`src/rtl/dkjr_snd_pkg.sv`:
```
//==========================================================================
// Sample sound package
// Voice encoding, widths, sample table and walk/climb multi-sample order
//==========================================================================

package dkjr_snd_pkg;

	// Voice index, also the owner of a wave ROM slot
	typedef enum logic [1:0] {
		WALK = 2'd0,
		JUMP = 2'd1,
		LAND = 2'd2,
		FALL = 2'd3
	} voice_e;

	localparam int NUM_VOICES = 4;
	localparam int SAMPLE_W   = 16;
	localparam int WAV_ADDR_W = 16;
	localparam int VOL_W      = 4;
	localparam int MIX_W      = 19;
	localparam int SLOT_W     = 4;

	typedef logic signed [SAMPLE_W-1:0] sample_t;
	typedef logic [WAV_ADDR_W-1:0]      wav_addr_t;

	//======================================================================
	// Sample table, indexed by voice_e
	//======================================================================

	// WALK start is only the base of the walk blocks
	localparam wav_addr_t VOICE_START [NUM_VOICES] = '{
		16'h0000, 16'h3000, 16'h5000, 16'h7000
	};

	// Length in samples
	localparam wav_addr_t VOICE_LEN [NUM_VOICES] = '{
		16'h0800, 16'h2000, 16'h2000, 16'h5000
	};

	// Walk block order, one entry per walk trigger
	localparam logic [2:0] WALK_SEQ [7] = '{
		3'd1, 3'd2, 3'd1, 3'd2, 3'd0, 3'd1, 3'd0
	};

	// Climb blocks sit three blocks above the walk blocks
	localparam int WALK_CLIMB_OFS   = 3;
	localparam int WALK_BLOCK_SHIFT = 11;

endpackage

```
`src/rtl/wave_fetch_if.sv`:
```
//==========================================================================
// Wave fetch interface
// One voice requests a ROM word, the arbiter returns it with take
//==========================================================================

`timescale 1ns/1ps

interface wave_fetch_if;
	import dkjr_snd_pkg::*;

	// Word address, held by the voice while pend is high
	wav_addr_t addr;
	logic      pend;

	// ROM word, valid in the take cycle only
	sample_t   data;
	logic      take;

	modport voice (
		output addr,
		output pend,
		input  data,
		input  take
	);

	modport arbiter (
		input  addr,
		input  pend,
		output data,
		output take
	);

endinterface

```
`src/rtl/snd_trigger_decode.sv`:
```
//==========================================================================
// Sound latch trigger decode
// Turns latch edges into voice start pulses, picks the walk/climb block
//==========================================================================

`timescale 1ns/1ps

module snd_trigger_decode (
	input  logic                                W_CLK_12288M,
	input  logic                                W_RESETn,
	input  logic                                walk_n,
	input  logic                                climb,
	input  logic                                jump_n,
	input  logic                                land_n,
	input  logic                                fall,
	output logic [dkjr_snd_pkg::NUM_VOICES-1:0] start,
	output logic                                fall_stop,
	output dkjr_snd_pkg::wav_addr_t             walk_addr
);
	import dkjr_snd_pkg::*;

	logic [NUM_VOICES-1:0] trig_lvl;
	logic [NUM_VOICES-1:0] trig_q;
	logic [NUM_VOICES-1:0] trig_qq;
	logic [NUM_VOICES-1:0] rise;
	logic                  climb_q;
	logic [2:0]            seq_idx;
	logic [2:0]            walk_sel;

	// Active high trigger levels, one bit per voice
	assign trig_lvl[WALK] = ~walk_n;
	assign trig_lvl[JUMP] = ~jump_n;
	assign trig_lvl[LAND] = ~land_n;
	assign trig_lvl[FALL] = fall;

	assign rise = trig_q & ~trig_qq;

	// Block number, moved up to the climb blocks when climb is low
	assign walk_sel = WALK_SEQ[seq_idx] + (climb_q ? 3'd0 : 3'(WALK_CLIMB_OFS));

	always_ff @(posedge W_CLK_12288M or negedge W_RESETn) begin
		if (!W_RESETn) begin
			trig_q    <= '0;
			trig_qq   <= '0;
			climb_q   <= 1'b0;
			seq_idx   <= 3'd0;
			start     <= '0;
			fall_stop <= 1'b0;
			walk_addr <= '0;
		end else begin
			trig_q    <= trig_lvl;
			trig_qq   <= trig_q;
			climb_q   <= climb;
			start     <= rise;
			fall_stop <= trig_qq[FALL] & ~trig_q[FALL];

			// Next multi-sample on each walk edge
			if (rise[WALK]) begin
				seq_idx   <= (seq_idx == 3'd6) ? 3'd0 : seq_idx + 3'd1;
				walk_addr <= wav_addr_t'(walk_sel) << WALK_BLOCK_SHIFT;
			end
		end
	end

	// Each start is a single-cycle pulse
	a_start_pulse: assert property (@(posedge W_CLK_12288M) disable iff (!W_RESETn)
		(start & $past(start)) == '0)
		else $error("start held for more than one cycle: %b", start);

endmodule

```
`src/rtl/snd_voice.sv`:
```
//==========================================================================
// Sample voice
// Steps through one sample in wave ROM, one word per tick, scaled by volume
//==========================================================================

`timescale 1ns/1ps

module snd_voice #(
	parameter dkjr_snd_pkg::voice_e VOICE = dkjr_snd_pkg::WALK
) (
	input  logic                           W_CLK_12288M,
	input  logic                           W_RESETn,
	input  logic                           start,
	input  logic                           stop,
	input  logic                           tick,
	input  logic [dkjr_snd_pkg::VOL_W-1:0] volume,
	input  dkjr_snd_pkg::wav_addr_t        walk_addr,
	wave_fetch_if.voice                    fetch,
	output dkjr_snd_pkg::sample_t          snd
);
	import dkjr_snd_pkg::*;

	logic                           active;
	logic                           pend;
	wav_addr_t                      addr;
	wav_addr_t                      remain;
	wav_addr_t                      start_addr;
	logic                           take;
	logic signed [SAMPLE_W+VOL_W:0] product;
	sample_t                        scaled;

	// Walk start comes from the multi-sample selector
	assign start_addr = (VOICE == WALK) ? walk_addr : VOICE_START[VOICE];

	// A take after a restart belongs to the old request
	assign take = fetch.take & pend;

	// Volume 0..15 in 1/16 steps
	assign product = fetch.data * $signed({1'b0, volume});
	assign scaled  = product[SAMPLE_W+VOL_W-1:VOL_W];

	assign fetch.addr = addr;
	assign fetch.pend = pend;

	always_ff @(posedge W_CLK_12288M or negedge W_RESETn) begin
		if (!W_RESETn) begin
			active <= 1'b0;
			pend   <= 1'b0;
			addr   <= '0;
			remain <= '0;
			snd    <= '0;
		end else if (stop) begin
			active <= 1'b0;
			pend   <= 1'b0;
			snd    <= '0;
		end else if (start) begin
			active <= 1'b1;
			pend   <= 1'b0;
			addr   <= start_addr;
			remain <= VOICE_LEN[VOICE];
		end else if (take) begin
			pend   <= 1'b0;
			snd    <= scaled;
			addr   <= addr + 1'b1;
			remain <= remain - 1'b1;
		end else if (active && remain == '0) begin
			// End of sample
			active <= 1'b0;
			snd    <= '0;
		end else if (tick && active) begin
			pend <= 1'b1;
		end
	end

	// The arbiter may capture addr in any cycle of the request
	a_addr_hold: assert property (@(posedge W_CLK_12288M) disable iff (!W_RESETn)
		pend |=> (!pend || $stable(addr)))
		else $error("voice %0d moved addr during a request", VOICE);

endmodule

```
`src/rtl/wave_rom_arbiter.sv`:
```
//==========================================================================
// Wave ROM arbiter
// Shares one registered ROM port among the voices by fixed time slots
//==========================================================================

`timescale 1ns/1ps

module wave_rom_arbiter (
	input  logic                    W_CLK_12288M,
	input  logic                    W_RESETn,
	input  dkjr_snd_pkg::sample_t   wav_data,
	output dkjr_snd_pkg::wav_addr_t wav_addr,
	wave_fetch_if.arbiter           fetch [dkjr_snd_pkg::NUM_VOICES]
);
	import dkjr_snd_pkg::*;

	logic [SLOT_W-1:0]     slot;
	logic                  own_slot;
	voice_e                owner;
	logic [NUM_VOICES-1:0] pend;
	wav_addr_t             addr [NUM_VOICES];
	logic [NUM_VOICES-1:0] take;
	logic                  issue_v;
	voice_e                issue_id;
	logic                  read_v;
	voice_e                read_id;

	// Slots 0, 2, 4 and 6 belong to voices 0..3, the rest are idle
	assign own_slot = (slot[SLOT_W-1:3] == '0) && !slot[0];
	assign owner    = voice_e'(slot[2:1]);

	for (genvar i = 0; i < NUM_VOICES; i++) begin : g_port
		assign pend[i]       = fetch[i].pend;
		assign addr[i]       = fetch[i].addr;
		assign take[i]       = read_v && (read_id == voice_e'(i));
		assign fetch[i].take = take[i];
		assign fetch[i].data = wav_data;
	end

	// Address out, ROM read, then take two slots after the grant
	always_ff @(posedge W_CLK_12288M or negedge W_RESETn) begin
		if (!W_RESETn) begin
			slot     <= '0;
			issue_v  <= 1'b0;
			issue_id <= WALK;
			read_v   <= 1'b0;
			read_id  <= WALK;
			wav_addr <= '0;
		end else begin
			slot     <= slot + 1'b1;
			issue_v  <= own_slot && pend[owner];
			issue_id <= owner;
			read_v   <= issue_v;
			read_id  <= issue_id;
			if (own_slot && pend[owner]) begin
				wav_addr <= addr[owner];
			end
		end
	end

	a_one_take: assert property (@(posedge W_CLK_12288M) disable iff (!W_RESETn)
		$onehot0(take))
		else $error("more than one take: %b", take);

endmodule

```
`src/rtl/snd_voice_bank.sv`:
```
//==========================================================================
// Sample voice bank
// Sample rate divider, the four voices and their shared wave ROM port
//==========================================================================

`timescale 1ns/1ps

module snd_voice_bank #(
	parameter int unsigned SAMPLE_DIV = 1115
) (
	input  logic                                W_CLK_12288M,
	input  logic                                W_RESETn,
	input  logic [dkjr_snd_pkg::NUM_VOICES-1:0] start,
	input  logic                                fall_stop,
	input  dkjr_snd_pkg::wav_addr_t             walk_addr,
	input  logic [dkjr_snd_pkg::VOL_W-1:0]      volume,
	input  dkjr_snd_pkg::sample_t               wav_data,
	output dkjr_snd_pkg::wav_addr_t             wav_addr,
	output dkjr_snd_pkg::sample_t               voice_snd [dkjr_snd_pkg::NUM_VOICES]
);
	import dkjr_snd_pkg::*;

	logic [$clog2(SAMPLE_DIV)-1:0] div_cnt;
	logic                          tick;

	wave_fetch_if fetch [NUM_VOICES] ();

	//======================================================================
	// Sample rate divider
	//======================================================================

	assign tick = (div_cnt == SAMPLE_DIV - 1);

	always_ff @(posedge W_CLK_12288M or negedge W_RESETn) begin
		if (!W_RESETn) begin
			div_cnt <= '0;
		end else begin
			div_cnt <= tick ? '0 : div_cnt + 1'b1;
		end
	end

	//======================================================================
	// Voices and ROM port
	//======================================================================

	for (genvar v = 0; v < NUM_VOICES; v++) begin : g_voice
		// Only the fall sound stops on its latch going low
		snd_voice #(
			.VOICE(voice_e'(v))
		) i_voice (
			.W_CLK_12288M (W_CLK_12288M),
			.W_RESETn     (W_RESETn),
			.start        (start[v]),
			.stop         ((voice_e'(v) == FALL) ? fall_stop : 1'b0),
			.tick         (tick),
			.volume       (volume),
			.walk_addr    (walk_addr),
			.fetch        (fetch[v]),
			.snd          (voice_snd[v])
		);
	end

	wave_rom_arbiter i_arbiter (
		.W_CLK_12288M (W_CLK_12288M),
		.W_RESETn     (W_RESETn),
		.wav_data     (wav_data),
		.wav_addr     (wav_addr),
		.fetch        (fetch)
	);

endmodule

```
`src/rtl/snd_mix_limit.sv`:
```
//==========================================================================
// Sound mixer
// Adds the sample voices to the digital sound and clamps to 16 bits
//==========================================================================

`timescale 1ns/1ps

module snd_mix_limit (
	input  logic                  W_CLK_12288M,
	input  logic                  W_RESETn,
	input  dkjr_snd_pkg::sample_t voice_snd [dkjr_snd_pkg::NUM_VOICES],
	input  dkjr_snd_pkg::sample_t digital_snd,
	output dkjr_snd_pkg::sample_t snd_out
);
	import dkjr_snd_pkg::*;

	logic signed [MIX_W-1:0] mix;

	// Five signed terms, sign extended so the sum cannot wrap
	always_comb begin
		mix = MIX_W'(digital_snd);
		for (int i = 0; i < NUM_VOICES; i++) begin
			mix = mix + MIX_W'(voice_snd[i]);
		end
	end

	// Positive and negative limiter
	always_ff @(posedge W_CLK_12288M or negedge W_RESETn) begin
		if (!W_RESETn) begin
			snd_out <= '0;
		end else if (mix >= MIX_W'(16'sh7FFF)) begin
			snd_out <= 16'sh7FFF;
		end else if (mix <= MIX_W'(16'sh8000)) begin
			snd_out <= 16'sh8000;
		end else begin
			snd_out <= mix[SAMPLE_W-1:0];
		end
	end

endmodule

```
`src/rtl/dkjr_sample_sound.sv`:
```
//==========================================================================
// Donkey Kong Jr sample sound
// Walk/climb, jump, land and fall samples mixed with the digital sound
//==========================================================================

`timescale 1ns/1ps

module dkjr_sample_sound #(
	// 12.288 MHz / 1115, about 11 kHz
	parameter int unsigned SAMPLE_DIV = 1115
) (
	input  logic                           W_CLK_12288M,
	input  logic                           W_RESETn,
	input  logic                           walk_n,
	input  logic                           climb,
	input  logic                           jump_n,
	input  logic                           land_n,
	input  logic                           fall,
	input  logic [dkjr_snd_pkg::VOL_W-1:0] volume,
	input  dkjr_snd_pkg::sample_t          digital_snd,
	output dkjr_snd_pkg::wav_addr_t        wav_addr,
	input  dkjr_snd_pkg::sample_t          wav_data,
	output dkjr_snd_pkg::sample_t          snd_out
);
	import dkjr_snd_pkg::*;

	logic [NUM_VOICES-1:0] start;
	logic                  fall_stop;
	wav_addr_t             walk_addr;
	sample_t               voice_snd [NUM_VOICES];

	snd_trigger_decode i_trigger_decode (
		.W_CLK_12288M (W_CLK_12288M),
		.W_RESETn     (W_RESETn),
		.walk_n       (walk_n),
		.climb        (climb),
		.jump_n       (jump_n),
		.land_n       (land_n),
		.fall         (fall),
		.start        (start),
		.fall_stop    (fall_stop),
		.walk_addr    (walk_addr)
	);

	snd_voice_bank #(
		.SAMPLE_DIV(SAMPLE_DIV)
	) i_voice_bank (
		.W_CLK_12288M (W_CLK_12288M),
		.W_RESETn     (W_RESETn),
		.start        (start),
		.fall_stop    (fall_stop),
		.walk_addr    (walk_addr),
		.volume       (volume),
		.wav_data     (wav_data),
		.wav_addr     (wav_addr),
		.voice_snd    (voice_snd)
	);

	snd_mix_limit i_mix_limit (
		.W_CLK_12288M (W_CLK_12288M),
		.W_RESETn     (W_RESETn),
		.voice_snd    (voice_snd),
		.digital_snd  (digital_snd),
		.snd_out      (snd_out)
	);

endmodule

```
`config.mk`:
```
export PLATFORM = sky130hd
export DESIGN_NAME = dkjr_sample_sound
export DESIGN_NICKNAME = d
export VERILOG_FILES = /design/src/rtl/dkjr_snd_pkg.sv /design/src/rtl/wave_fetch_if.sv /design/src/rtl/snd_trigger_decode.sv /design/src/rtl/snd_voice.sv /design/src/rtl/wave_rom_arbiter.sv /design/src/rtl/snd_voice_bank.sv /design/src/rtl/snd_mix_limit.sv /design/src/rtl/dkjr_sample_sound.sv
export SDC_FILE = /design/constraint.sdc
export NUM_CORES = 1
export LEC_CHECK = 0
export BUFFER_PORTS_ARGS = -buffer_cell sky130_fd_sc_hd__buf_2
export CORE_MARGIN = 2
export CORE_UTILIZATION = 45
export DETAILED_ROUTE_END_ITERATION = 6
export GPL_TIMING_DRIVEN = 1
export PLACE_DENSITY = 0.71
export SKIP_CTS_REPAIR_TIMING = 1
export SLEW_MARGIN = 10
export SYNTH_ARGS = -nofsm -noshare
export SYNTH_HDL_FRONTEND = slang
export SYNTH_HIERARCHICAL = 1
export SYNTH_SLANG_ARGS = --single-unit
```
`constraint.sdc`:
```
create_clock -name W_CLK_12288M -period 4.75 [get_ports W_CLK_12288M]
set_clock_uncertainty 0.2 [all_clocks]
set_input_delay 0.95 -clock W_CLK_12288M [delete_from_list [all_inputs] [get_ports W_CLK_12288M]]
set_output_delay 0.95 -clock W_CLK_12288M [all_outputs]
set_load 0.01 [all_outputs]
```
* Word-level counts from Yosys, hierarchy flattened *
Memories as Yosys holds them, arrays and structs flattened.
Index checks and enable logic that the tools add are counted.

word-level totals
  RAM bits = 0
  logic and storage cells = 207
  bits in registers = 273
  bits in read-only memories = 24
  input bits = 43
  latch bits = 0
  memories kept = 1

memory list
  name              words  bits a word  read ports  clocked after memory_dff  write ports  RTL line                  text
  (name not given)  8      3            1           0                         0            snd_trigger_decode.sv:39  assign walk_sel = WALK_SEQ[seq_idx] + (climb_q ? 3'd0 : 3'(WALK_CLIMB_OFS));

cells by class
  add/sub/neg operators = 16
  reductions and logical operators = 49
  equal/unequal tests = 14
  multipliers = 1
  shift operators = 0
  mux-type cells = 68
  $lt $le $gt $ge = 5
  div/mod/pow operators = 0
  bitwise logic cells = 18

operator list
  cell                   number
  $mux 16                30
  $add 16x1->16 const B  4
  $logic_not 16->1       4
  $sub 16x1->16 const B  4
  $add 19x16->19         2
  $bmux 16 s2            1
  $mux 1                 31
  $reduce_and 2->1       13
  $mul 16x5->20          1
  $reduce_bool 2->1      10
  $ge 19x16->1 const B   1
  $le 19x16->1 const B   1
  $add 17x16->18         1
  $add 16x16->17         1
  $reduce_bool 3->1      5
  $logic_and 1x1->1      14
  $ne 3x3->1 const B     4
  $add 11x1->11 const B  1
  $eq 11x11->1 const B   1
  $mux 11                1
  $mux 3                 3
  $not 1->1              9
  $ne 2x2->1 const B     4
  $and 1x1->1            5
  other kinds (19)       20

* Logic depth before layout (Yosys ltp) *
  depth in word-level cells = 7
  mapped depth = 18
  depth with buffers taken out = 16

* Cells and area by module *
Netlist, hierarchy kept.

by module, submodules not included
  module                                       cells each  seq. area each (um2)  area an instance (um2)  instances
  snd_voice (i_voice_bank.g_voice[0].i_voice)  575         1251.2                4827.1                  1
  snd_voice (i_voice_bank.g_voice[2].i_voice)  546         1251.2                4680.7                  1
  snd_voice (i_voice_bank.g_voice[1].i_voice)  549         1251.2                4649.5                  1
  snd_voice (i_voice_bank.g_voice[3].i_voice)  531         1251.2                4550.6                  1
  snd_mix_limit                                380         400.4                 3143.0                  1
  wave_rom_arbiter                             142         650.6                 1886.8                  1
  snd_trigger_decode                           66          500.5                 807.0                   1
  snd_voice_bank                               49          275.3                 529.3                   1

* Least setup slack after synthesis *
No wires, ideal clock.

  kind = input to register
  from = in digital_snd[1]
  to = reg i_mix_limit.snd_out[0]
  data required time = 4.407 ns
  stages on the path = 16
  buffers on the path = 1
  setup time = 0.143 ns
  data arrival time = 5.130 ns
  setup slack = -0.723 ns
  path through = inv_1 fa_1 fa_1 fa_1 inv_1 ha_1 fa_1 a211oi_2 o21bai_1 a221o_1 a211oi_2 xnor2_1 or3_1 buf_2 o21bai_4 o221ai_1

on the way
  longest elaborated chain between the ends = 7

ends and longest elaborated chain
  item                              RTL line                 text
  from (decl)                       dkjr_sample_sound.sv:20  input dkjr_snd_pkg::sample_t digital_snd,
  $add 16x16->17 (*)                snd_mix_limit.sv:23      mix = mix + MIX_W'(voice_snd[i]);
  $add 17x16->18 (*)                snd_mix_limit.sv:23
  $add 19x16->19 (*) (2 in series)  snd_mix_limit.sv:23
  $le 19x16->1                      snd_mix_limit.sv:33      end else if (mix <= MIX_W'(16'sh8000)) begin
  $mux 16                           snd_mix_limit.sv:33
  $mux 16 (*)                       snd_mix_limit.sv:31      end else if (mix >= MIX_W'(16'sh7FFF)) begin
  to (signal assigned)              snd_mix_limit.sv:36      snd_out <= mix[SAMPLE_W-1:0];
  to (decl)                         snd_mix_limit.sv:13      output dkjr_snd_pkg::sample_t snd_out

Mark *: on every way between the ends. The rest lies on a longest branch, timed or not.
A chain may end at the register's enable or synchronous reset.

* Final worst setup path *
  from = in digital_snd[1]
  to = reg i_mix_limit.snd_out[13]

The elaborated chain is that of the path after synthesis.

==> flow_summary.toml <==
[run_status]
status = "finished, violations left"
violations = "setup timing"

[placed_design]
place_hpwl_mm = 49.61
routabilityCongestion = 0.9020
dp_slack_ns = -0.8129
io_buffers = 74
dpl.cell_count = 3825
place_area_um2 = 28050

[global_route]
grt_first_pass_wirelength_mm = 102.9
gr-total-overflow = 0
antenna_found_initial = 0
grt_max_degree = 110
grt_pass1_vias = 19900
track_usage = 0.2206

[worst_setup_path]
r2r_start = "i_voice_bank/g_voice[2].i_voice/snd[1]"
r2r_end = "i_mix_limit/snd_out[13]"
crit_top_cell = "fa_1"
r2r_slack_ns = -0.04
required_ns = 5.05
cp-start-kind = "input port"
cpMaxStageDelayCell = "fa_1"
path_max_fanout = 6
crit_type = "input port to flop"
arrival_ns = 5.12
reg2reg_depth = 17
crit_path_end_kind = "flop"
slowest_delay_ns = 0.52
worstPathCellList = "buf_4 > inv_8 > fa_1 > fa_1 > fa_1 > inv_2 > ha_4 > fa_2 > buf_4 > xor2_1 > o211ai_1 > a21o_1 > nor4_1 > nand4_1 > nor4_4 > o21bai_4 > buf_12 > o21ai_1"

[logic_synthesis]
syn_area_um2 = 25070
yosys.area.top_type = "dfrtp_1"
synth_common_cells = "inv_1 (451), nand2_1 (289), dfrtp_1 (273)"
syn_inst = 2838
ys_seq_area_frac = 0.2725
synth_edf_count = 0
yosys_most_used_dff = "dfrtp_1"
yosysWarnings = 6
synth.most_common_cell = "inv_1"
synth_top_area_frac = 0.2725
ys_top_cells_by_area = "dfrtp_1 (27%), fa_1 (14%), ha_1 (8.5%)"
synth_cell_types = 107
synth-seq-cells = 273
synth-async-reset-ratio = 1.000
avgSynthCellArea_um2 = 8.835

[hold_path]
min_path_type = "flop to flop"
min_to = "i_voice_bank/i_arbiter/read_id[0]"
holdCritStartpoint = "i_voice_bank/i_arbiter/issue_id[0]"
holdPathStages = 0

[drt]
vias_per_cell = 5.236
routedWlPerCell_um = 16.19
ant_nets = 0
vias = 20340
postRouteWirelength_mm = 62.88
drtIter0Drc = 1432
post-route-drc-count = 0
dr.pass1.iters = 6

[floorplanning]
boundaryPins = 75
die_area_um2 = 57620
initial_core_util = 0.4551
core_um2 = 55090
die_w_um = 240.1
die_y_um = 240.1
rows = 86

[clock_network]
cts-root-buf = "clkbuf_16"
cts_tree = "yes"
clk_path_buf_depth = 3
ctsHtreeMaxLevel = 1
cts_buffers = 30
cts_sinks = 273
cts.reportedPaths.clkPinSlew_ns = 0.06
clock_latency_ns = 0.58

[sta]
rsz0062_at_grt = "yes"
setup_viol = 6
setup_slack_ns = -0.07265
layout_min_cycle_time_ns = 4.823
hold_viol = 0
drv_slew = 0
worst_slew_pin_slew_ns = 1.104
finalCritPeriodShare = 1.015
max_freq_ghz = 0.2074
slew_headroom = 0.2642

[cells_and_area]
area_growth_pct = 16.46
drive_gt1_frac = 0.1722
diodes = 0
fill_cells = 5127
regArea_um2 = 6832
multi_input_area_um2 = 15920
post-route-util = 0.5300
finish.net_count = 3501
post-route-cell-area_um2 = 29200
fin_cells = 3884

[run]
cap_violations = 0

[pwr]
pwr_density_cell_nw_per_um2 = 276.3
total_power_w = 0.008067
ir_drop_mv = 0.2548
power_leakage_nw = 14.37
-- stage by stage --
| step | TNS (ns) | hold WS [ns] |
|---|---|---|
| 2_1_floorplan | -4.885 | 0.1312 |
| 3_3_place_gp | -14.93 | 0.1324 |
| 3_5_place_dp | -17.17 | 0.1347 |
| 4_1_cts | -2.369 | 0.1480 |
| 5_1_grt | -1.892 | 0.1568 |
| 6_report | -0.3450 | 0.1434 |
-- report_power, final --
part	switching, W	internal, W
logic	0.00162	0.00144
registers	0.000159	0.00245
clock network	0.00100	0.00140
total	0.00278	0.00529
-- critical path: cells and delay by family --
kind	cells	cell delay, ns
fa+ha+maj	5	1.96
simple gates	3	0.97
buf+inv	5	0.53
compound gates	4	0.49
xor+xnor	1	0.20
-- logic make-up (layout without fill, tap and decap cells) --
| family | Yosys count | after routing | synth area share |
|---|---|---|---|
| AND/OR/NAND/NOR | 881 | 881 | 0.1833 |
| buffers and inverters | 615 | 885 | 0.1058 |
| AO/OA/AOI/OAI | 569 | 569 | 0.1470 |
| adder cells (fa/ha/maj) | 346 | 346 | 0.2250 |
| flip-flops | 273 | 273 | 0.2725 |
| XOR/XNOR | 109 | 109 | 0.03807 |
| multiplexers | 43 | 43 | 0.02804 |
| other | 2 | 30 | 0.0002995 |
-- routing by layer --
layer | share of wire | GRT usage
met4 | 0.026 | 0.05251
met5 | 0 | 0
met2 | 0.48 | 0.3713
met1 | 0.46 | 0.3045
met3 | 0.040 | 0.02503
-- worst max path at each step --
stage | start | slack (ns) | endpoint | cells past startpoint
final | digital_snd[1] | -0.07 | i_mix_limit/snd_out[13] | 18
after global routing | i_voice_bank/g_voice[2].i_voice/snd[1] | -0.22 | i_mix_limit/snd_out[13] | 17
after CTS | digital_snd[5] | -0.24 | i_mix_limit/snd_out[13] | 19
after detailed placement | digital_snd[5] | -0.81 | i_mix_limit/snd_out[13] | 19
after global placement | digital_snd[5] | -0.71 | i_mix_limit/snd_out[14] | 19
after floorplan | digital_snd[1] | -0.41 | i_mix_limit/snd_out[0] | 16
-- registers in the layout, indices dropped and copies added (netlist names), 11 cells and up --
| signal | count |
|---|---|
| i_voice_bank/g_voice.i_voice/snd | 64 |
| i_voice_bank/div_cnt | 11 |
| i_voice_bank/g_voice.i_voice/remain | 64 |
| i_mix_limit/snd_out | 16 |
| i_voice_bank/i_arbiter/wav_addr | 16 |
| i_voice_bank/g_voice.i_voice/fetch.addr | 64 |
-- layout by cell type (no fill, tap or decap), types with 13 or more instances in the layout --
master | Yosys | layout
a21o_1 | 34 | 34
a21oi_1 | 119 | 115
a31oi_1 | 22 | 21
and2_1 | 185 | 184
and3_1 | 22 | 21
and4_1 | 15 | 15
buf_2 | 13 | 72
buf_4 | 79 | 293
clkbuf_16 | 0 | 30
clkinv_2 | 0 | 13
conb_1 | 2 | 30
dfrtp_1 | 273 | 273
fa_1 | 175 | 174
ha_1 | 171 | 163
inv_1 | 451 | 445
nand2_1 | 289 | 288
nand2b_1 | 13 | 13
nand3_1 | 58 | 58
nand4_1 | 45 | 45
nor2_1 | 105 | 104
nor3_1 | 51 | 49
nor4_1 | 14 | 13
o21ai_0 | 193 | 190
o21ai_1 | 16 | 18
o21bai_1 | 19 | 19
o31ai_1 | 23 | 23
or3_1 | 27 | 26
xnor2_1 | 72 | 71
xor2_1 | 37 | 37
-- layout make-up --
cell class	count	share of cell area
repair buffers	377	0.09572
flip-flops and latches	273	0.2340
inverters	452	0.05836
clock inverters	19	0.006513
clock buffers	37	0.02832
well taps	748	0.03205
multi-input cells	1978	0.5451
Note: power is estimated with default switching activity, not from simulation.
